`src/hw/fbPkg.sv`:
```
// Shared constants and types for a 640x480 block framebuffer on one clock with no byte strobes
package fbPkg;

    // Horizontal timing in pixel clocks
    localparam int H_ACTIVE = 640;
    localparam int H_FRONT  = 16;
    localparam int H_SYNC   = 96;
    localparam int H_BACK   = 48;
    localparam int H_TOTAL  = H_ACTIVE + H_FRONT + H_SYNC + H_BACK; // 800

    // Vertical timing in lines
    localparam int V_ACTIVE = 480;
    localparam int V_FRONT  = 10;
    localparam int V_SYNC   = 2;
    localparam int V_BACK   = 33;
    localparam int V_TOTAL  = V_ACTIVE + V_FRONT + V_SYNC + V_BACK; // 525

    // Sync pulse windows
    localparam int H_SYNC_START = H_ACTIVE + H_FRONT;
    localparam int H_SYNC_END   = H_SYNC_START + H_SYNC;
    localparam int V_SYNC_START = V_ACTIVE + V_FRONT;
    localparam int V_SYNC_END   = V_SYNC_START + V_SYNC;

    // Block grid
    localparam int BLOCK_SIZE = 10;                   // Pixels per block edge
    localparam int GRID_W     = H_ACTIVE / BLOCK_SIZE; // 64 blocks across
    localparam int GRID_H     = V_ACTIVE / BLOCK_SIZE; // 48 blocks down
    localparam int GRID_SIZE  = 4800;                 // Bank depth above the visible 64x48 grid

    typedef logic [7:0]  pixel_t;    // One colour value per block
    typedef logic [9:0]  hCount_t;
    typedef logic [9:0]  vCount_t;
    typedef logic [12:0] blockIdx_t;
    typedef logic [15:0] axiAddr_t;  // Byte address
    typedef logic [31:0] axiData_t;
    typedef logic [1:0]  axiResp_t;

    // Register map
    localparam axiAddr_t CTRL_ADDR   = 16'h0000; // Bit 0 requests a swap
    localparam axiAddr_t STATUS_ADDR = 16'h0004; // Bit 0 front bank and bit 1 pending
    localparam axiAddr_t PIX_BASE    = 16'h8000; // One word per block
    localparam axiResp_t RESP_OKAY   = 2'b00;
    localparam axiResp_t RESP_SLVERR = 2'b10;

    // Master to slave
    typedef struct packed {
        axiAddr_t awaddr;
        logic     awvalid;
        axiData_t wdata;
        logic     wvalid;
        logic     bready;
        axiAddr_t araddr;
        logic     arvalid;
        logic     rready;
    } axiReq_t;

    // Slave to master
    typedef struct packed {
        logic     awready;
        logic     wready;
        axiResp_t bresp;
        logic     bvalid;
        logic     arready;
        axiData_t rdata;
        axiResp_t rresp;
        logic     rvalid;
    } axiRsp_t;

    typedef struct packed {
        logic      valid; // Single cycle strobe
        blockIdx_t index;
        pixel_t    data;
    } pixWrite_t;

    typedef struct packed {
        logic hsync;  // Active low
        logic vsync;  // Active low
        logic active;
    } vidCtl_t;

    typedef struct packed {
        hCount_t x;
        vCount_t y;
        vidCtl_t ctl;
    } scanPos_t;

    // Blank video with both syncs idle
    localparam vidCtl_t VID_IDLE = '{hsync: 1'b1, vsync: 1'b1, active: 1'b0};

    typedef enum logic [1:0] {
        IDLE,
        WRITE_RESP,
        READ_RESP
    } ctrlState_t;

endpackage

```
`src/hw/vgaTiming.sv`:
```
// Free-running 800x525 scan counters with active-low syncs and no blanking offset on outputs
`timescale 1ns/10ps

module vgaTiming import fbPkg::*; (
    input  logic     clk,
    input  logic     rst,
    output scanPos_t pos,
    output logic     frameStart
);

    hCount_t hCount;
    vCount_t vCount;
    logic    hEnd;
    logic    vEnd;
    logic    hSyncOn;
    logic    vSyncOn;

    assign hEnd = (hCount == hCount_t'(H_TOTAL - 1)); // Last clock of line
    assign vEnd = (vCount == vCount_t'(V_TOTAL - 1)); // Last line of frame

    always_ff @(posedge clk or posedge rst) begin
        if (rst) begin
            hCount <= '0;
            vCount <= '0;
        end else if (hEnd) begin
            hCount <= '0;
            if (vEnd) begin
                vCount <= '0; // Wrap to next frame
            end else begin
                vCount <= vCount + 1'b1;
            end
        end else begin
            hCount <= hCount + 1'b1;
        end
    end

    // Sync windows from the front porch end
    assign hSyncOn = (hCount >= H_SYNC_START) && (hCount < H_SYNC_END);
    assign vSyncOn = (vCount >= V_SYNC_START) && (vCount < V_SYNC_END);

    always_comb begin
        pos.x          = hCount;
        pos.y          = vCount;
        pos.ctl.hsync  = !hSyncOn;
        pos.ctl.vsync  = !vSyncOn;
        pos.ctl.active = (hCount < H_ACTIVE) && (vCount < V_ACTIVE);
    end

    // One clock at the top left corner
    assign frameStart = (hCount == '0) && (vCount == '0);

endmodule

```
`config.mk`:
```
export PLATFORM = sky130hd
export DESIGN_NAME = vgaTiming
export DESIGN_NICKNAME = d
export VERILOG_FILES = /design/src/hw/fbPkg.sv /design/src/hw/vgaTiming.sv
export SDC_FILE = /design/constraint.sdc
export NUM_CORES = 1
export LEC_CHECK = 0
export BUFFER_PORTS_ARGS = -buffer_cell sky130_fd_sc_hd__buf_2
export CELL_PAD_IN_SITES_DETAIL_PLACEMENT = 1
export CELL_PAD_IN_SITES_GLOBAL_PLACEMENT = 2
export CORE_MARGIN = 5
export CORE_UTILIZATION = 31
export DETAILED_ROUTE_END_ITERATION = 7
export PLACE_DENSITY = 0.8
export SLEW_MARGIN = 20
export SYNTH_ARGS = -nofsm -noshare
export SYNTH_HDL_FRONTEND = slang
export SYNTH_SLANG_ARGS = --single-unit
```
`constraint.sdc`:
```
create_clock -name clk -period 2.3 [get_ports clk]
set_input_delay 0.115 -clock clk [delete_from_list [all_inputs] [get_ports clk]]
set_output_delay 0.115 -clock clk [all_outputs]
set_load 0.05 [all_outputs]
```
==> flow_summary.ini <==
[yosys]
yosysTopAreaCell = dfrtp_1
synth_cell_type_count = 30
yosys.area.top_type_share_pct = 45.7
syn-cell-area_sq_mm = 0.00109
syn_avg_cell_area_sq_um = 9.52
ys_ff_latch = 20
synth_top_family_by_area = simple AND/OR/NAND/NOR gates
synth_compound_area_share_pct = 9.03
synthCells = 115
ys_warn_count = 0
yosysSeqAreaShare_pct = 45.7
yosys-top-cells-area = dfrtp_1 46%, ha_1 5.7%, nand3_1 5.0%
synthTopCellsByCount = 20 x dfrtp_1, 11 x nand3_1, 8 x inv_1, 8 x nor2_1, 7 x nand2_1
synthAdderAreaFrac_pct = 5.71
synth_fp_nets = 122
yosys.area_share.simple_pct = 27.5
async_flop_share_pct = 100
synth-edff-count = 0
synthXorXnorAreaFrac_pct = 8.00
synth_flop_cell = dfrtp_1
synth.most_common_cell = dfrtp_1
synthMuxAreaShare_pct = 0.914

[floorplanning]
initial_core_util_pct = 32.3
die_y_microns = 69.4
die_area_sq_mm = 0.00482
core_sq_mm = 0.00339
die_x_microns = 69.4
rows = 21
io_pins = 26

[clock_network]
insertion_delay_ns = 0.31
cts_resized = 0
cts.sink_count = 20
hold_buffers = 1
numCtsBuffers = 3
cts_tree = built
path_clk_slew_ns = 0.12
cts-htree-levels = 1
post-cts-setup-buffer-count = 0
cts-root-buf = clkbuf_4
cts_buffer_depth = 2

[global_routing]
antenna_found_initial = 0
grt_usage_pct = 12.1
grt_max_degree = 21
grt_pass1_wl_mm = 4.71
grt_pass1_vias = 998
grt-ovfl-total = 0

[worst_setup_path]
worstSetupPathType = reg -> reg
endpoint_kind = register
cp-start-kind = register
r2r_start = hCount[5]$_DFF_PP0_
required_ns = 2.54
cp-startpoint = hCount[5]$_DFF_PP0_
max_stage_delay_ns = 0.58
path_buf_inv = 0
path_delay_family = simple AND/OR/NAND/NOR gates
cp_slowest_cell = or4b_4
cp_max_fo = 8
worstPathArrival_ns = 2.45
crit_chain = or4b_4, or3_4, or4_1, a21oi_1

[sta]
worst_pin_slew_ns = 0.780
fin_crit_sh_pct = 96.3
slew_headroom_pct = 47.9
clock_skew_ns = 0.0100
min_period_ns = 2.21
grt_setup_unrepaired = no
setup_tns_ns = 0
setup_viol = 0
fmax_ghz = 0.452
hold_viol = 0
setup_ws_ns = 0.0853
slew_violations = 0

[route]
drtIter0Drc = 20
vias_per_cell = 5.18
dr.max_layer_used = met4
drtAntennaViolNets = 0
wl_met1_mm = 1.20
drc = 0
vias = 995
routed_wl_mm = 2.73
firstDrtPassIters = 4
wl_met2_mm = 1.36
met3WireLength_microns = 104
routedWlPerCell_microns = 14.2

[layout]
insertedDiodeCount = 0
synthToLayoutAreaGrowth_pct = 21.8
drive_gt1_share_pct = 26.0
stdcell_area_sq_mm = 0.00133
finish.utilization_pct = 39.4
nets = 154

[outcome]
run_status = complete, no violations

[power]
total_power_uw = 543
p_per_area_mw_per_mm2 = 407
ir_drop_v = 0.000135
power.leakage_nw = 0.631

[place]
place_area_sq_mm = 0.00130
portBuffers = 25
pre_cts_ws_ns = 0.118
dp_hpwl_mm = 2.10
gp_congestion = 0.786

[worst_hold_path]
worstHoldPathType = in -> async

[job]
maxCapViolCount = 0
-- worst min-delay path, delay by kind of cell --
family                 cells  cell delay (ns)
buffers and inverters      3             1.21
-- state kept, by name, indices dropped and copies added, names as in the netlist --
register / count
vCount: 10
hCount: 10
-- layout by cell type (no fill, tap or decap) --
| cell | count |
|---|---|
| a31oi_1 | 1 |
| clkbuf_1 | 1 |
| xnor2_1 | 5 |
| nand4_1 | 5 |
| a21oi_1 | 3 |
| nor4b_1 | 1 |
| nor4_1 | 4 |
| or4b_2 | 1 |
| nor2_1 | 8 |
| or3_1 | 1 |
| and3_1 | 3 |
| nand2_1 | 7 |
| o31ai_1 | 2 |
| o21a_1 | 2 |
| or4b_4 | 1 |
| inv_1 | 8 |
| o211ai_1 | 1 |
| nor3_2 | 1 |
| or3_4 | 1 |
| buf_4 | 2 |
| dlygate4sd3_1 | 1 |
| dfrtp_1 | 17 |
| mux2i_1 | 1 |
| xor2_1 | 5 |
| ha_1 | 5 |
| or3_2 | 1 |
| or4_1 | 1 |
| and2_1 | 2 |
| nand3_1 | 11 |
| a21o_1 | 2 |
| buf_2 | 25 |
| o21ai_0 | 5 |
| nor2b_1 | 2 |
| clkbuf_4 | 3 |
| dfrtp_2 | 3 |
| nor3_1 | 4 |
-- cell families (layout without fill, tap and decap cells) --
kind of cell | after synthesis | after routing
flops | 20 | 20
mux | 1 | 1
xor+xnor | 10 | 10
compound gates | 16 | 16
fa+ha+maj | 5 | 5
simple gates | 54 | 54
buf+inv | 9 | 40
-- power by group --
part / internal, mW / switching, mW / total (mW)
clock: 0.0677 / 0.114 / 0.182
sequential: 0.351 / 0 / 0.351
combinational: 0.00178 / 0.00715 / 0.00893
-- layout make-up --
| type | count | area (sq um) |
|---|---|---|
| timing repair buffer | 28 | 150 |
| sequential | 20 | 504 |
| tap | 46 | 57.6 |
| multi-input combinational | 86 | 566 |
| inverter | 8 | 30.0 |
| fill | 399 | 2060 |
| clock buffer | 4 | 26.3 |
-- worst paths after layout --
check / end / slack [ns] / cells after the start
worst max-delay path: vCount[9]$_DFFE_PP0N_ / 0.09 / 4
worst min-delay path: hCount[7]$_DFF_PP0_ / 0.47 / 3
worst max register to register: vCount[9]$_DFFE_PP0N_ / 0.09 / 4
worst min register to register: vCount[7]$_DFFE_PP0N_ / 0.52 / 1
max in group asynchronous: hCount[4]$_DFF_PP0_ / 1.29 / 3
min in group clk: vCount[7]$_DFFE_PP0N_ / 0.52 / 1
-- metrics by stage --
step           hold WS [ns]  std cells
2_1_floorplan        0.0786        115
3_3_place_gp          0.284        187
3_5_place_dp          0.313        187
4_1_cts               0.506        192
5_1_grt               0.562        192
6_report              0.472        192
-- metal layers --
layer / GRT usage [%] / vias to the layer above
li1: - / 478
met4: 5.86 / 0
met1: 14.8 / 494
met3: 2.46 / 4
met2: 20.3 / 19
met5: 0 / -
(Power assumes the default switching activity.)
