## src/hw/fbPkg.sv

```systemverilog
// Shared constants and types for a 640x480 block framebuffer on one clock with no byte strobes
package fbPkg;

    // Horizontal timing in pixel clocks
    localparam int H_ACTIVE = 640;
    localparam int H_FRONT  = 16;
    localparam int H_SYNC   = 96;
    localparam int H_BACK   = 48;
    localparam int H_TOTAL  = H_ACTIVE + H_FRONT + H_SYNC + H_BACK; // 800

    // Vertical timing in lines
    localparam int V_ACTIVE = 480;
    localparam int V_FRONT  = 10;
    localparam int V_SYNC   = 2;
    localparam int V_BACK   = 33;
    localparam int V_TOTAL  = V_ACTIVE + V_FRONT + V_SYNC + V_BACK; // 525

    // Sync pulse windows
    localparam int H_SYNC_START = H_ACTIVE + H_FRONT;
    localparam int H_SYNC_END   = H_SYNC_START + H_SYNC;
    localparam int V_SYNC_START = V_ACTIVE + V_FRONT;
    localparam int V_SYNC_END   = V_SYNC_START + V_SYNC;

    // Block grid
    localparam int BLOCK_SIZE = 10;                   // Pixels per block edge
    localparam int GRID_W     = H_ACTIVE / BLOCK_SIZE; // 64 blocks across
    localparam int GRID_H     = V_ACTIVE / BLOCK_SIZE; // 48 blocks down
    localparam int GRID_SIZE  = 4800;                 // Bank depth above the visible 64x48 grid

    typedef logic [7:0]  pixel_t;    // One colour value per block
    typedef logic [9:0]  hCount_t;
    typedef logic [9:0]  vCount_t;
    typedef logic [12:0] blockIdx_t;
    typedef logic [15:0] axiAddr_t;  // Byte address
    typedef logic [31:0] axiData_t;
    typedef logic [1:0]  axiResp_t;

    // Register map
    localparam axiAddr_t CTRL_ADDR   = 16'h0000; // Bit 0 requests a swap
    localparam axiAddr_t STATUS_ADDR = 16'h0004; // Bit 0 front bank and bit 1 pending
    localparam axiAddr_t PIX_BASE    = 16'h8000; // One word per block
    localparam axiResp_t RESP_OKAY   = 2'b00;
    localparam axiResp_t RESP_SLVERR = 2'b10;

    // Master to slave
    typedef struct packed {
        axiAddr_t awaddr;
        logic     awvalid;
        axiData_t wdata;
        logic     wvalid;
        logic     bready;
        axiAddr_t araddr;
        logic     arvalid;
        logic     rready;
    } axiReq_t;

    // Slave to master
    typedef struct packed {
        logic     awready;
        logic     wready;
        axiResp_t bresp;
        logic     bvalid;
        logic     arready;
        axiData_t rdata;
        axiResp_t rresp;
        logic     rvalid;
    } axiRsp_t;

    typedef struct packed {
        logic      valid; // Single cycle strobe
        blockIdx_t index;
        pixel_t    data;
    } pixWrite_t;

    typedef struct packed {
        logic hsync;  // Active low
        logic vsync;  // Active low
        logic active;
    } vidCtl_t;

    typedef struct packed {
        hCount_t x;
        vCount_t y;
        vidCtl_t ctl;
    } scanPos_t;

    // Blank video with both syncs idle
    localparam vidCtl_t VID_IDLE = '{hsync: 1'b1, vsync: 1'b1, active: 1'b0};

    typedef enum logic [1:0] {
        IDLE,
        WRITE_RESP,
        READ_RESP
    } ctrlState_t;

endpackage

```

## src/hw/frameCtrl.sv

```systemverilog
// AXI4-Lite slave with one outstanding transfer where writes win over reads and swaps land at frame start
`timescale 1ns/10ps

module frameCtrl import fbPkg::*; (
    input  logic      clk,
    input  logic      rst,
    input  axiReq_t   axiIn,
    output axiRsp_t   axiOut,
    input  logic      frameStart,
    output pixWrite_t pixWr,
    output logic      frontBank
);

    ctrlState_t state;
    logic       wrFire;   // Address and data taken together
    logic       rdFire;
    axiAddr_t   wrOff;
    blockIdx_t  wrIdx;
    logic       wrCtrl;
    logic       wrPix;
    logic       swapReq;
    logic       pending;  // Swap waiting for frame start
    axiResp_t   bresp;
    axiResp_t   rresp;
    axiData_t   rdata;

    // Write needs both channels in the same cycle
    assign wrFire = (state == IDLE) && axiIn.awvalid && axiIn.wvalid;

    // Any write activity blocks a read
    assign rdFire = (state == IDLE) && axiIn.arvalid && !axiIn.awvalid && !axiIn.wvalid;

    // Word offset into pixel region
    assign wrOff  = axiIn.awaddr - PIX_BASE;
    assign wrIdx  = blockIdx_t'(wrOff >> 2);

    assign wrCtrl = (axiIn.awaddr == CTRL_ADDR);
    assign wrPix  = (axiIn.awaddr >= PIX_BASE) && (wrIdx < GRID_SIZE); // In-range blocks only

    assign swapReq = wrFire && wrCtrl && axiIn.wdata[0];

    // Pixel goes to the RAM on the handshake edge
    always_comb begin
        pixWr.valid = wrFire && wrPix;
        pixWr.index = wrIdx;
        pixWr.data  = axiIn.wdata[$bits(pixel_t)-1:0];
    end

    always_ff @(posedge clk or posedge rst) begin
        if (rst) begin
            state <= IDLE;
        end else begin
            case (state)
                IDLE: begin
                    if (wrFire) begin
                        state <= WRITE_RESP;
                    end else if (rdFire) begin
                        state <= READ_RESP;
                    end
                end
                WRITE_RESP: begin
                    if (axiIn.bready) begin
                        state <= IDLE; // Response taken
                    end
                end
                READ_RESP: begin
                    if (axiIn.rready) begin
                        state <= IDLE;
                    end
                end
                default: state <= IDLE;
            endcase
        end
    end

    // Response payload held until the master accepts
    always_ff @(posedge clk) begin
        if (wrFire) begin
            bresp <= (wrCtrl || wrPix) ? RESP_OKAY : RESP_SLVERR;
        end
        if (rdFire) begin
            if (axiIn.araddr == STATUS_ADDR) begin
                rdata <= axiData_t'({pending, frontBank});
                rresp <= RESP_OKAY;
            end else begin
                rdata <= '0;          // Pixel reads and holes
                rresp <= RESP_SLVERR;
            end
        end
    end

    // Bank swap
    always_ff @(posedge clk or posedge rst) begin
        if (rst) begin
            pending   <= 1'b0;
            frontBank <= 1'b0;
        end else if (frameStart && pending) begin
            frontBank <= !frontBank; // Flip between frames only
            pending   <= 1'b0;
        end else if (swapReq) begin
            pending   <= 1'b1;       // Repeat request just stays set
        end
    end

    always_comb begin
        axiOut.awready = wrFire;
        axiOut.wready  = wrFire;
        axiOut.bresp   = bresp;
        axiOut.bvalid  = (state == WRITE_RESP);
        axiOut.arready = rdFire;
        axiOut.rdata   = rdata;
        axiOut.rresp   = rresp;
        axiOut.rvalid  = (state == READ_RESP);
    end

endmodule

```

## config.mk

```make
export PLATFORM = sky130hd
export DESIGN_NAME = frameCtrl
export DESIGN_NICKNAME = d
export VERILOG_FILES = /design/src/hw/fbPkg.sv /design/src/hw/frameCtrl.sv
export SDC_FILE = /design/constraint.sdc
export NUM_CORES = 1
export LEC_CHECK = 0
export BUFFER_PORTS_ARGS = -buffer_cell sky130_fd_sc_hd__buf_2
export CAP_MARGIN = 10
export CORE_ASPECT_RATIO = 0.6
export CORE_MARGIN = 1.5
export CORE_UTILIZATION = 31
export CTS_BUF_LIST = sky130_fd_sc_hd__clkbuf_8 sky130_fd_sc_hd__clkbuf_16
export CTS_CLUSTER_SIZE = 14
export DETAILED_ROUTE_END_ITERATION = 10
export GPL_ROUTABILITY_DRIVEN = 1
export PLACE_DENSITY = 0.86
export SLEW_MARGIN = 20
export SYNTH_ARGS = -nofsm -noshare
export SYNTH_HDL_FRONTEND = slang
export SYNTH_SLANG_ARGS = --single-unit
```

## constraint.sdc

```tcl
create_clock -name clk -period 3 [get_ports clk]
set_clock_uncertainty 0.15 [all_clocks]
set_input_delay 0.15 -clock clk [delete_from_list [all_inputs] [get_ports clk]]
set_output_delay 0.15 -clock clk [all_outputs]
set_load 0.005 [all_outputs]
```

==> flow_summary_export.csv <==
group,metric,value,unit
placed_design,gp_congestion,0.6786,
timing,clock.fmax,0.6769,GHz
global_route,grt_max_degree,6,
worst_hold_path,min-delay-start,"axiIn[0]",
detailed_routing,final_antenna_net_count,0,
detailed_routing,first_pass_iters,4,
timing,setup_viol,0,
worst_setup_path,r2r_cells,2,
timing,fin_crit_sh,0.4924,
logic_synthesis,seq_area_frac_synth,0.2532,
finish,multi_input_area,322.8,um2
finish,drive_gt1_frac,0.4865,
logic_synthesis,synthFlopType,"edfxtp_1",
logic_synthesis,synthAdderAreaFrac,0,
floorplanning,num_io_pins,136,
detailed_routing,viasPerCell,3.722,
detailed_routing,wl_per_cell,9.306,um
logic_synthesis,synth_area,869.6,um2
clock_network,clockRootBuffer,"clkbuf_8",
finish,regArea,220.2,um2
timing,slew_viol_final,0,
timing,tns,0,ns
floorplanning,fp.dieArea,3142,um2
logic_synthesis,yosysWarnings,0,
global_route,antenna_found_initial,0,
pwr,power_leakage,0.5839,nW
floorplanning,die_y,44.03,um
detailed_routing,drc,0,
floorplanning,die_w,71.38,um
floorplanning,core-area,2575,um2
finish,layout_commonest_cell,"buf_2",
clock_network,clockBufferDepth,2,
worst_hold_path,hold_depth,3,
worst_setup_path,regToRegStartpoint,"state[1]",
pwr,vdd_drop_max,0.0001070,V
worst_setup_path,ff2ff_setup_slack,1.75,ns
worst_setup_path,cp-end-kind,"output port",
worst_setup_path,crit_chain,"nor2_1 -> and3_1 -> buf_2",
timing,rsz0062_at_grt,"no",
logic_synthesis,synth-compound-area-share,0.05324,
clock_network,cts_tree,"yes",
timing,hold_viol,0,
finish,num-fill-cells,286,
clock_network,cts_buffers,3,
worst_setup_path,reg2reg_to,"rdata[1]",
global_route,grt_pass1_vias,544,
clock_network,cts_max_level,1,
pwr,power_density,341.3,nW/um2
floorplanning,start_util,0.3377,
global_route,grt_pass1_wl,2346,um
logic_synthesis,synthMuxAreaShare,0,
floorplanning,rows,14,
run_status,status,"finished, final reports clean",
worst_setup_path,path_class,"register to output port",
worst_setup_path,worst_setup_path_start_kind,"register",
finish,area_growth,15.68,%
finish,diodes,0,
run,cap_violations,0,
logic_synthesis,ys_seq_elements,8,
worst_setup_path,cp_slowest_cell,"dfrtp_1",
logic_synthesis,async_flop_share,0.5000,
logic_synthesis,avgSynthCellArea,8.610,um2
worst_setup_path,cp.required,2.70,ns
worst_hold_path,holdPathEnd,"state[1]",
finish,num-nets-final,221,
detailed_routing,drt_iter0_drc,9,
clock_network,clk_pin_slew,0.04,ns
timing,min_period,1.477,ns
finish,final_cell_mix,"65 x buf_2, 32 x conb_1, 7 x inv_1",
logic_synthesis,synth_edf_count,4,
placed_design,io_buffer_count,65,
logic_synthesis,postSynthCellCount,101,
detailed_routing,vias,670,
detailed_routing,routed_wl,1675,um
global_route,grt_overflow,0,
logic_synthesis,synth.distinct_cells,23,
logic_synthesis,synthXorXnorAreaFrac,0.01007,
global_route,grt_usage,0.09682,
logic_synthesis,yosys.area_share.simple,0.1698,
logic_synthesis,synth_top_family_by_area,"buffers and inverters",
worst_setup_path,cp_slowest_stage_delay,0.37,ns
finish,finalCoreUtilization,0.3907,
placed_design,hpwl,1503,um
worst_hold_path,hp-class,"primary input to register",
clock_network,insertion_delay,0.22,ns
clock_network,cts.sinks,8,
worst_setup_path,path_max_fanout,5,
worst_setup_path,worstPathArrival,1.18,ns
==> power by group <==
part / total, mW / internal (mW) / switching [mW]
Sequential: 0.127 / 0.123 / 0.00427
Clock: 0.130 / 0.0885 / 0.0412
Combinational: 0.0866 / 0.0432 / 0.0434
==> critical path, delay by kind of cell (launching register included) <==
family	cells	cell delay, ns
buffers and inverters	1	0.16
AND/OR/NAND/NOR	2	0.43
flip-flops	1	0.37
==> sequential cells by signal, indices dropped and copies added, names as in the netlist <==
name / flops
rresp: 1
rdata: 2
bresp: 1
pending: 1
state: 2
frontBank: 1
==> cells in the mapped netlist, drive strengths merged, types with 2 or more instances <==
master,number,share of area
nor4,7,0.075
nor2,5,0.022
edfxtp,4,0.14
nand4,2,0.014
o21ai,2,0.012
buf,56,0.48
nand2,3,0.013
dfrtp,4,0.12
inv,6,0.026
==> area by class of cell <==
| type | instances | share of cell area |
|---|---|---|
| Inverter | 6 | 0.02239 |
| Clock buffer | 3 | 0.04104 |
| Timing Repair Buffer | 68 | 0.3532 |
| Multi-Input combinational cell | 62 | 0.3209 |
| Sequential cell | 8 | 0.2189 |
| Clock inverter | 1 | 0.003731 |
| Tap cell | 32 | 0.03980 |
==> how the worst max path moves through the flow <==
| stage | startpoint | end | slack (ns) | depth (start not counted) |
|---|---|---|---|---|
| finish | state[1] | axiOut[35] | 1.52 | 3 |
| floorplan | state[1] | rdata[0] | 1.83 | 2 |
| global route | state[0] | axiOut[39] | 1.39 | 4 |
| detailed placement | axiIn[53] | bresp[1] | 1.60 | 4 |
| CTS | state[0] | axiOut[35] | 1.50 | 3 |
| global placement | axiIn[53] | bresp[1] | 1.59 | 4 |
==> through the flow <==
stage | instances | instance area (um2) | worst slack (ns) | hold WS (ns) | total power [mW]
5_1_grt | 180 | 1006 | 1.393 | 0.04202 | 0.3685
2_1_floorplan | 132 | 985.9 | 1.830 | -0.2339 | 0.2140
3_5_place_dp | 173 | 930.9 | 1.599 | -0.1082 | 0.2127
4_1_cts | 180 | 1006 | 1.504 | 0.03656 | 0.3476
6_report | 180 | 1006 | 1.523 | 0.03742 | 0.3433
3_3_place_gp | 173 | 930.9 | 1.589 | -0.1110 | 0.2114
==> cell families after synthesis <==
kind of cell | Yosys count
AO/OA/AOI/OAI | 6
XOR/XNOR | 1
buffers and inverters | 62
other | 1
flip-flops | 8
AND/OR/NAND/NOR | 23
==> per-layer routing <==
metal,routed length (um),vias up,share of wire,global-route usage
met5,0,-,0,0
met2,850,33,0.51,0.1704
met4,0,0,0,0.02264
met1,684,300,0.41,0.1202
met3,140,0,0.084,0.02733
li1,-,337,-,-
==> what timing repair did <==
item | in CTS | in global routing
gates resized for setup | 0 | 0
hold buffers | 3 | 0
setup buffers | 0 | 0
hold endpoints to repair | 6 | 0
Note: power is estimated with default switching activity, not from simulation.
