`src/hw/fbPkg.sv`:
```
// Shared constants and types for a 640x480 block framebuffer on one clock with no byte strobes
package fbPkg;

    // Horizontal timing in pixel clocks
    localparam int H_ACTIVE = 640;
    localparam int H_FRONT  = 16;
    localparam int H_SYNC   = 96;
    localparam int H_BACK   = 48;
    localparam int H_TOTAL  = H_ACTIVE + H_FRONT + H_SYNC + H_BACK; // 800

    // Vertical timing in lines
    localparam int V_ACTIVE = 480;
    localparam int V_FRONT  = 10;
    localparam int V_SYNC   = 2;
    localparam int V_BACK   = 33;
    localparam int V_TOTAL  = V_ACTIVE + V_FRONT + V_SYNC + V_BACK; // 525

    // Sync pulse windows
    localparam int H_SYNC_START = H_ACTIVE + H_FRONT;
    localparam int H_SYNC_END   = H_SYNC_START + H_SYNC;
    localparam int V_SYNC_START = V_ACTIVE + V_FRONT;
    localparam int V_SYNC_END   = V_SYNC_START + V_SYNC;

    // Block grid
    localparam int BLOCK_SIZE = 10;                   // Pixels per block edge
    localparam int GRID_W     = H_ACTIVE / BLOCK_SIZE; // 64 blocks across
    localparam int GRID_H     = V_ACTIVE / BLOCK_SIZE; // 48 blocks down
    localparam int GRID_SIZE  = 4800;                 // Bank depth above the visible 64x48 grid

    typedef logic [7:0]  pixel_t;    // One colour value per block
    typedef logic [9:0]  hCount_t;
    typedef logic [9:0]  vCount_t;
    typedef logic [12:0] blockIdx_t;
    typedef logic [15:0] axiAddr_t;  // Byte address
    typedef logic [31:0] axiData_t;
    typedef logic [1:0]  axiResp_t;

    // Register map
    localparam axiAddr_t CTRL_ADDR   = 16'h0000; // Bit 0 requests a swap
    localparam axiAddr_t STATUS_ADDR = 16'h0004; // Bit 0 front bank and bit 1 pending
    localparam axiAddr_t PIX_BASE    = 16'h8000; // One word per block
    localparam axiResp_t RESP_OKAY   = 2'b00;
    localparam axiResp_t RESP_SLVERR = 2'b10;

    // Master to slave
    typedef struct packed {
        axiAddr_t awaddr;
        logic     awvalid;
        axiData_t wdata;
        logic     wvalid;
        logic     bready;
        axiAddr_t araddr;
        logic     arvalid;
        logic     rready;
    } axiReq_t;

    // Slave to master
    typedef struct packed {
        logic     awready;
        logic     wready;
        axiResp_t bresp;
        logic     bvalid;
        logic     arready;
        axiData_t rdata;
        axiResp_t rresp;
        logic     rvalid;
    } axiRsp_t;

    typedef struct packed {
        logic      valid; // Single cycle strobe
        blockIdx_t index;
        pixel_t    data;
    } pixWrite_t;

    typedef struct packed {
        logic hsync;  // Active low
        logic vsync;  // Active low
        logic active;
    } vidCtl_t;

    typedef struct packed {
        hCount_t x;
        vCount_t y;
        vidCtl_t ctl;
    } scanPos_t;

    // Blank video with both syncs idle
    localparam vidCtl_t VID_IDLE = '{hsync: 1'b1, vsync: 1'b1, active: 1'b0};

    typedef enum logic [1:0] {
        IDLE,
        WRITE_RESP,
        READ_RESP
    } ctrlState_t;

endpackage

```
`src/hw/blockAddrGen.sv`:
```
// First scan-out stage mapping pixel position to a 10x10 block index with blanked positions at 0
`timescale 1ns/10ps

module blockAddrGen import fbPkg::*; (
    input  logic      clk,
    input  logic      rst,
    input  scanPos_t  pos,
    output blockIdx_t index,
    output vidCtl_t   ctl
);

    blockIdx_t colIdx;
    blockIdx_t rowIdx;
    blockIdx_t idxNext;

    // Coarsen to block coordinates
    assign colIdx = blockIdx_t'(pos.x / BLOCK_SIZE);
    assign rowIdx = blockIdx_t'(pos.y / BLOCK_SIZE);

    // Row major grid
    assign idxNext = rowIdx * blockIdx_t'(GRID_W) + colIdx;

    always_ff @(posedge clk or posedge rst) begin
        if (rst) begin
            index <= '0;
            ctl   <= VID_IDLE;
        end else begin
            index <= pos.ctl.active ? idxNext : '0; // Blanked positions stay inside the bank
            ctl   <= pos.ctl; // Same delay as the index
        end
    end

endmodule

```
`config.mk`:
```
export PLATFORM = sky130hd
export DESIGN_NAME = blockAddrGen
export DESIGN_NICKNAME = d
export VERILOG_FILES = /design/src/hw/fbPkg.sv /design/src/hw/blockAddrGen.sv
export SDC_FILE = /design/constraint.sdc
export NUM_CORES = 1
export LEC_CHECK = 0
export BUFFER_PORTS_ARGS = -buffer_cell sky130_fd_sc_hd__buf_2
export CAP_MARGIN = 20
export CORE_ASPECT_RATIO = 1.2
export CORE_UTILIZATION = 61
export CTS_CLUSTER_SIZE = 8
export DETAILED_ROUTE_END_ITERATION = 6
export HOLD_SLACK_MARGIN = 0.1
export PLACE_DENSITY = 0.94
export SLEW_MARGIN = 10
export SYNTH_ARGS = -nofsm -noshare
export SYNTH_HDL_FRONTEND = slang
export SYNTH_SLANG_ARGS = --single-unit
export TNS_END_PERCENT = 10
```
`constraint.sdc`:
```
create_clock -name clk -period 1.2 [get_ports clk]
set_input_delay 0.12 -clock clk [delete_from_list [all_inputs] [get_ports clk]]
set_output_delay 0.12 -clock clk [all_outputs]
set_load 0.005 [all_outputs]
```
==> impl_summary.txt, run 1 <==
----------------------------------------------------
[Run status]
  Outcome ... aborted with a tool error
  Stage reached ... global routing
  Error message ... [ERROR GRT-0116] Global routing finished with congestion. Check the congestion regions in the DRC Viewer.

[Floorplanning]
  Die Span X ... 68.5 microns
  Rows ... 28
  I/O pin count ... 41
  Die outline height ... 81.8 microns
  Starting density of the core ... 64.7%

[Synth]
  Cells taking the most area after synthesis ... dfrtp_1 (11%), nor2_1 (5.6%), nand2_1 (4.9%)
  Cell type contributing the most total cell area after synthesis ... dfrtp_1
  Async SR Flop Fraction ... 100%
  EDFF count, synth ... 0
  Most common cell in the netlist ... nor2_1
  Gate Count Post-Synth ... 466
  Commonest cells in the netlist ... nor2_1 (48), nand2_1 (42), o21ai_0 (31)
  Syn Nets ... 495
  Avg Inst Size Synth ... 6.95 sq um
  Yosys warnings ... 0
  Post-synth top area share ... around 11%
  Number of distinct library cells after synthesis ... 87
  Top FF cell, synth ... dfrtp_1
  Number of flip-flops and latches in the synthesized netlist ... 16
  Netlist Area Pre-Place ... 3240 sq um
  Register area share after synthesis ... 12.4%

[Clock tree]
  Clk sinks ... 16
  Library cell used as clock root buffer ... clkbuf_8
  Maximum buffer depth of the clock tree ... 2
  TritonCTS buffer count ... 3
  Total number of H-tree levels ... 1

[GRT]
  Grt ovf ... 83
  Via count of the first global-routing pass ... between 6000 and 7000
  Maximum number of pins on one net before global-route repair ... 25
  Overall fraction of global-route tracks in use ... 81.2%
  Wire length of the first global-routing pass ... 33.2 mm

[Place]
  Dpl cell area ... 4480 sq um
  Port Buffers ... 39
  Global placer's final weighted congestion ... 1.03
  Total half-perimeter wirelength after legalization and detailed placement ... around 11 mm

----------------------------------------------------
[cells by family after synthesis]
group	Yosys count	synth area share (%)
adders and majority gates	8	2.86
xor gates and xnor gates	15	4.64
DFF	16	12.4
AOI/OAI and AO/OA	175	39.9
muxes	7	2.32
buffers and inverters	48	6.87
and+or+nand+nor	197	31.0
[metal layers]
metal,track usage (%),overflow
met3,60.1,0
met4,94.2,35
met2,97.5,46
met5,25.0,0
met1,79.4,2
[metrics by stage]
| stage | cells | setup TNS (ns) | utilization [%] | hold WS, ns | setup WS (ns) |
|---|---|---|---|---|---|
| after CTS | 680 | -29.15 | 94.8 | 0.109 | -2.85 |
| after detailed placement | 664 | -32.99 | 89.4 | 0.206 | -3.20 |
| after floorplan | 466 | -29.91 | - | 0.0323 | -2.81 |
| after global placement | 664 | -29.47 | 89.4 | 0.170 | -2.80 |
[what timing repair did]
| action | 4_1_cts |
|---|---|
| endpoints found under the hold margin | 16 |
| setup buffers | 9 |
| endpoints found under the setup margin | 13 |
| hold buffers | 3 |
| gates resized for setup | 24 |
| pin swaps | 20 |
==> inputs of run 2 (changes only) <==
--- a/config.mk
+++ b/config.mk
@@ -7,12 +7,9 @@
 export LEC_CHECK = 0
 export BUFFER_PORTS_ARGS = -buffer_cell sky130_fd_sc_hd__buf_2
 export CAP_MARGIN = 20
-export CORE_ASPECT_RATIO = 1.2
-export CORE_UTILIZATION = 61
-export CTS_CLUSTER_SIZE = 8
+export CORE_UTILIZATION = 40
 export DETAILED_ROUTE_END_ITERATION = 6
-export HOLD_SLACK_MARGIN = 0.1
-export PLACE_DENSITY = 0.94
+export PLACE_DENSITY_LB_ADDON = 0.15
 export SLEW_MARGIN = 10
 export SYNTH_ARGS = -nofsm -noshare
 export SYNTH_HDL_FRONTEND = slang
==> run 2 against run 1 <==
The flow now finishes, with violations (setup timing). Area after synthesis stayed put. Synthesized cell count unchanged.
==> impl_summary.txt, run 2 <==
----------------------------------------------------
[Timing]
  Transition time at the pin with the least slew margin ... 0.557 ns
  Post-route setup slack ... -2.67 ns
  Worst max-slew margin expressed relative to the limit ... about 63%
  Final Cycle Share ... 322%
  Unrepaired setup endpoints after global routing ... yes
  Min Clock Period, post-route ... 3.87 ns
  Final count of pins violating max slew ... 0
  Setup TNS Final ... -27.11 ns
  Final hold viol count ... 0
  Upper clock frequency limit ... ~260 MHz
  Setup violations, final ... 13

[Power and ir drop]
  P per Cell Area ... 862 nW/um^2
  Leak pwr ... 0.00215 uW
  Reg power frac ... between 10% and 20%
  NetSw ... 1770 uW
  Combinational power share ... about three quarters
  Fraction of power spent switching nets ... ~42%
  Peak ir drop on the vdd network ... 414 uV
  Clock network power share ... 10.9%
  Internal ... 2430 uW
  Total power ... roughly 4200 uW

[Place]
  Placed cells ... 715
  Total half-perimeter wirelength after legalization and detailed placement ... 8.79 mm
  Global placer's final weighted congestion ... 0.911
  Port Buffers ... 39

[Min path]
  WHS Endpoint ... ctl[0]$_DFF_PP0_
  Worst hold path startpoint ... pos[0]
  Hold Path Class ... in2reg
  Cell depth of the worst hold path ... 1

[Synth]
  Top FF cell, synth ... dfrtp_1
  Yosys warnings ... 0
  Commonest cells in the netlist ... nor2_1 (48), nand2_1 (42), o21ai_0 (31)
  Netlist Area Pre-Place ... roughly 3200 sq um
  Syn Nets ... 495
  Cells taking the most area after synthesis ... dfrtp_1 (11%), nor2_1 (5.6%), nand2_1 (4.9%)
  Number of flip-flops and latches in the synthesized netlist ... 16
  Number of distinct library cells after synthesis ... 87
  Most common cell in the netlist ... nor2_1
  EDFF count, synth ... 0
  Register area share after synthesis ... 12.4%
  Post-synth top area share ... around 11%
  Gate Count Post-Synth ... roughly 470
  Avg Inst Size Synth ... 6.95 sq um
  Cell type contributing the most total cell area after synthesis ... dfrtp_1
  Async SR Flop Fraction ... 100%

[Floorplanning]
  Area of the core ... about 8000 sq um
  Die Span X ... around 92 microns
  Rows ... 32
  Starting density of the core ... 41.7%
  I/O pin count ... 41
  Die outline height ... about 92 microns
  Die outline area ... ~8500 sq um

[Clock tree]
  Maximum buffer depth of the clock tree ... 2
  Library cell used as clock root buffer ... clkbuf_8
  Worst-path clk slew ... 0.06 ns
  Total number of H-tree levels ... 1
  TritonCTS buffer count ... 3
  TritonCTS clock tree ... done
  Clk sinks ... 16

[Critical path]
  CP Data Required Time ... between 1 and 1.5 ns
  Crit path capture type ... flop
  Path type of the worst setup path ... in2reg
  WP data arrival ... roughly 4.1 ns
  Launching element type of the critical path ... primary input
  First element of the critical path ... pos[10]
  Worst-path maximum fanout ... 13

[Detailed routing]
  Initial DRC Count ... roughly 230
  Detail-routed net length per standard cell ... ~15 microns
  First-pass iteration count of the detailed router ... 5
  Via density per instance ... 5.86
  Total DRC errors in the routed layout ... 0
  Final routed wirelength across all metal layers ... 11.1 mm
  Count of antenna-violating nets left after detailed routing ... 0
  Total number of vias ... 4286

[GRT]
  Wire length of the first global-routing pass ... 18.8 mm
  Overall fraction of global-route tracks in use ... 26.6%
  Via count of the first global-routing pass ... 4005
  Grt ovf ... 0
  Number of antenna violations at the first check in global routing ... 0
  Maximum number of pins on one net before global-route repair ... 25

[Cells and area]
  Filler Cells Inserted ... between 700 and 800
  Flip-flop count of the largest register, all copies and words added ... 13
  Register name with the most flops ... index
  Area grow syn2layout ... 50.2%
  Registers with the most flip-flops ... index x13, ctl x3
  Ratio of cells with drive above 1 in the final layout ... 42.4%
  Total Nets Final ... 659
  Most common cell after layout, fill and taps aside ... buf_4
  Fin cells ... 731
  Antenna cells ... 0
  Leading cell types in the layout, fill and taps excluded ... buf_4 (150), nor2_1 (45), nand2_1 (41)

[Run]
  Number of max-cap violations ... 0

[Run status]
  Violations in the final reports ... setup timing
  Outcome ... finished with violations

----------------------------------------------------
run 2: final cells by class:
cell class	instances	area, sq um	area share (%)
Timing Repair Buffer	193	1370	28.2
Tap cell	102	128	2.62
Sequential cell	16	403	8.28
Multi-Input combinational cell	402	2860	58.7
Clock buffer	4	55.1	1.13
Inverter	14	52.6	1.08
run 2: routing by layer:
metal / global-route usage (%) / vias up / part of all wire (%)
li1: - / 2106 / -
met3: 2.40 / 18 / 4.9
met5: 0 / - / 0
met1: 37.5 / 2020 / 48
met4: 5.99 / 0 / 1.2
met2: 43.6 / 142 / 46
run 2: kinds of logic after synthesis:
group                      Yosys count  synth area share [%]
muxes                                7                  2.32
and+or+nand+nor                    197                  31.0
DFF                                 16                  12.4
xor gates and xnor gates            15                  4.64
buffers and inverters               48                  6.87
adders and majority gates            8                  2.86
AOI/OAI and AO/OA                  175                  39.9
run 2: critical path, cell delays in order:
cell      delay, ns
buf_2          0.12
nor2_4         0.11
inv_2          0.06
ha_4           0.25
nand2b_4       0.16
o21ai_4        0.21
o221ai_4       0.16
buf_4          0.21
o21a_1         0.14
nor3_2         0.27
and4_1         0.26
buf_4          0.13
buf_4          0.10
a21oi_1        0.06
nand2_1        0.11
nand4_1        0.11
a2111o_1       0.45
nor3_2         0.12
nand4_1        0.15
ha_2           0.24
ha_4           0.17
nand4_1        0.08
xor2_1         0.14
and2_1         0.13
run 2: worst max-delay path by stage:
stage,endpoint,slack (ns),depth (start not counted)
2_1_floorplan,index[12]$_DFF_PP0_,-2.81,22
3_3_place_gp,index[12]$_DFF_PP0_,-3.00,24
3_5_place_dp,index[12]$_DFF_PP0_,-3.02,22
4_1_cts,index[12]$_DFF_PP0_,-2.59,24
5_1_grt,index[12]$_DFF_PP0_,-2.92,22
6_report,index[12]$_DFF_PP0_,-2.67,24
run 2: metrics by stage:
step,utilization (%),hold WS (ns),setup WS [ns],area [sq um]
floorplan,-,0.0323,-2.81,3390
global placement,59.2,0.192,-3.00,4600
detailed placement,59.2,0.196,-3.02,4600
CTS,62.2,0.107,-2.59,4830
global route,62.6,0.108,-2.92,4860
finish,62.6,0.109,-2.67,4860
run 2: power groups by stage:
stage                     Combinational, uW  Clock [uW]  Sequential [uW]
after floorplan                        1730           0              649
after global placement                 2860           0              636
after detailed placement               2910           0              636
after CTS                              3050         463              626
after global routing                   3380         485              633
final                                  3110         456              627
run 2: what timing repair did:
| action | 4_1_cts | 5_1_grt |
|---|---|---|
| endpoints found under the hold margin | 16 | 0 |
| setup buffers | 9 | 0 |
| pin swaps | 17 | 11 |
| hold buffers | 3 | 0 |
| setup endpoints to repair | 13 | 13 |
| resized for setup | 17 | 10 |
Power figures use the tool's default switching activity.
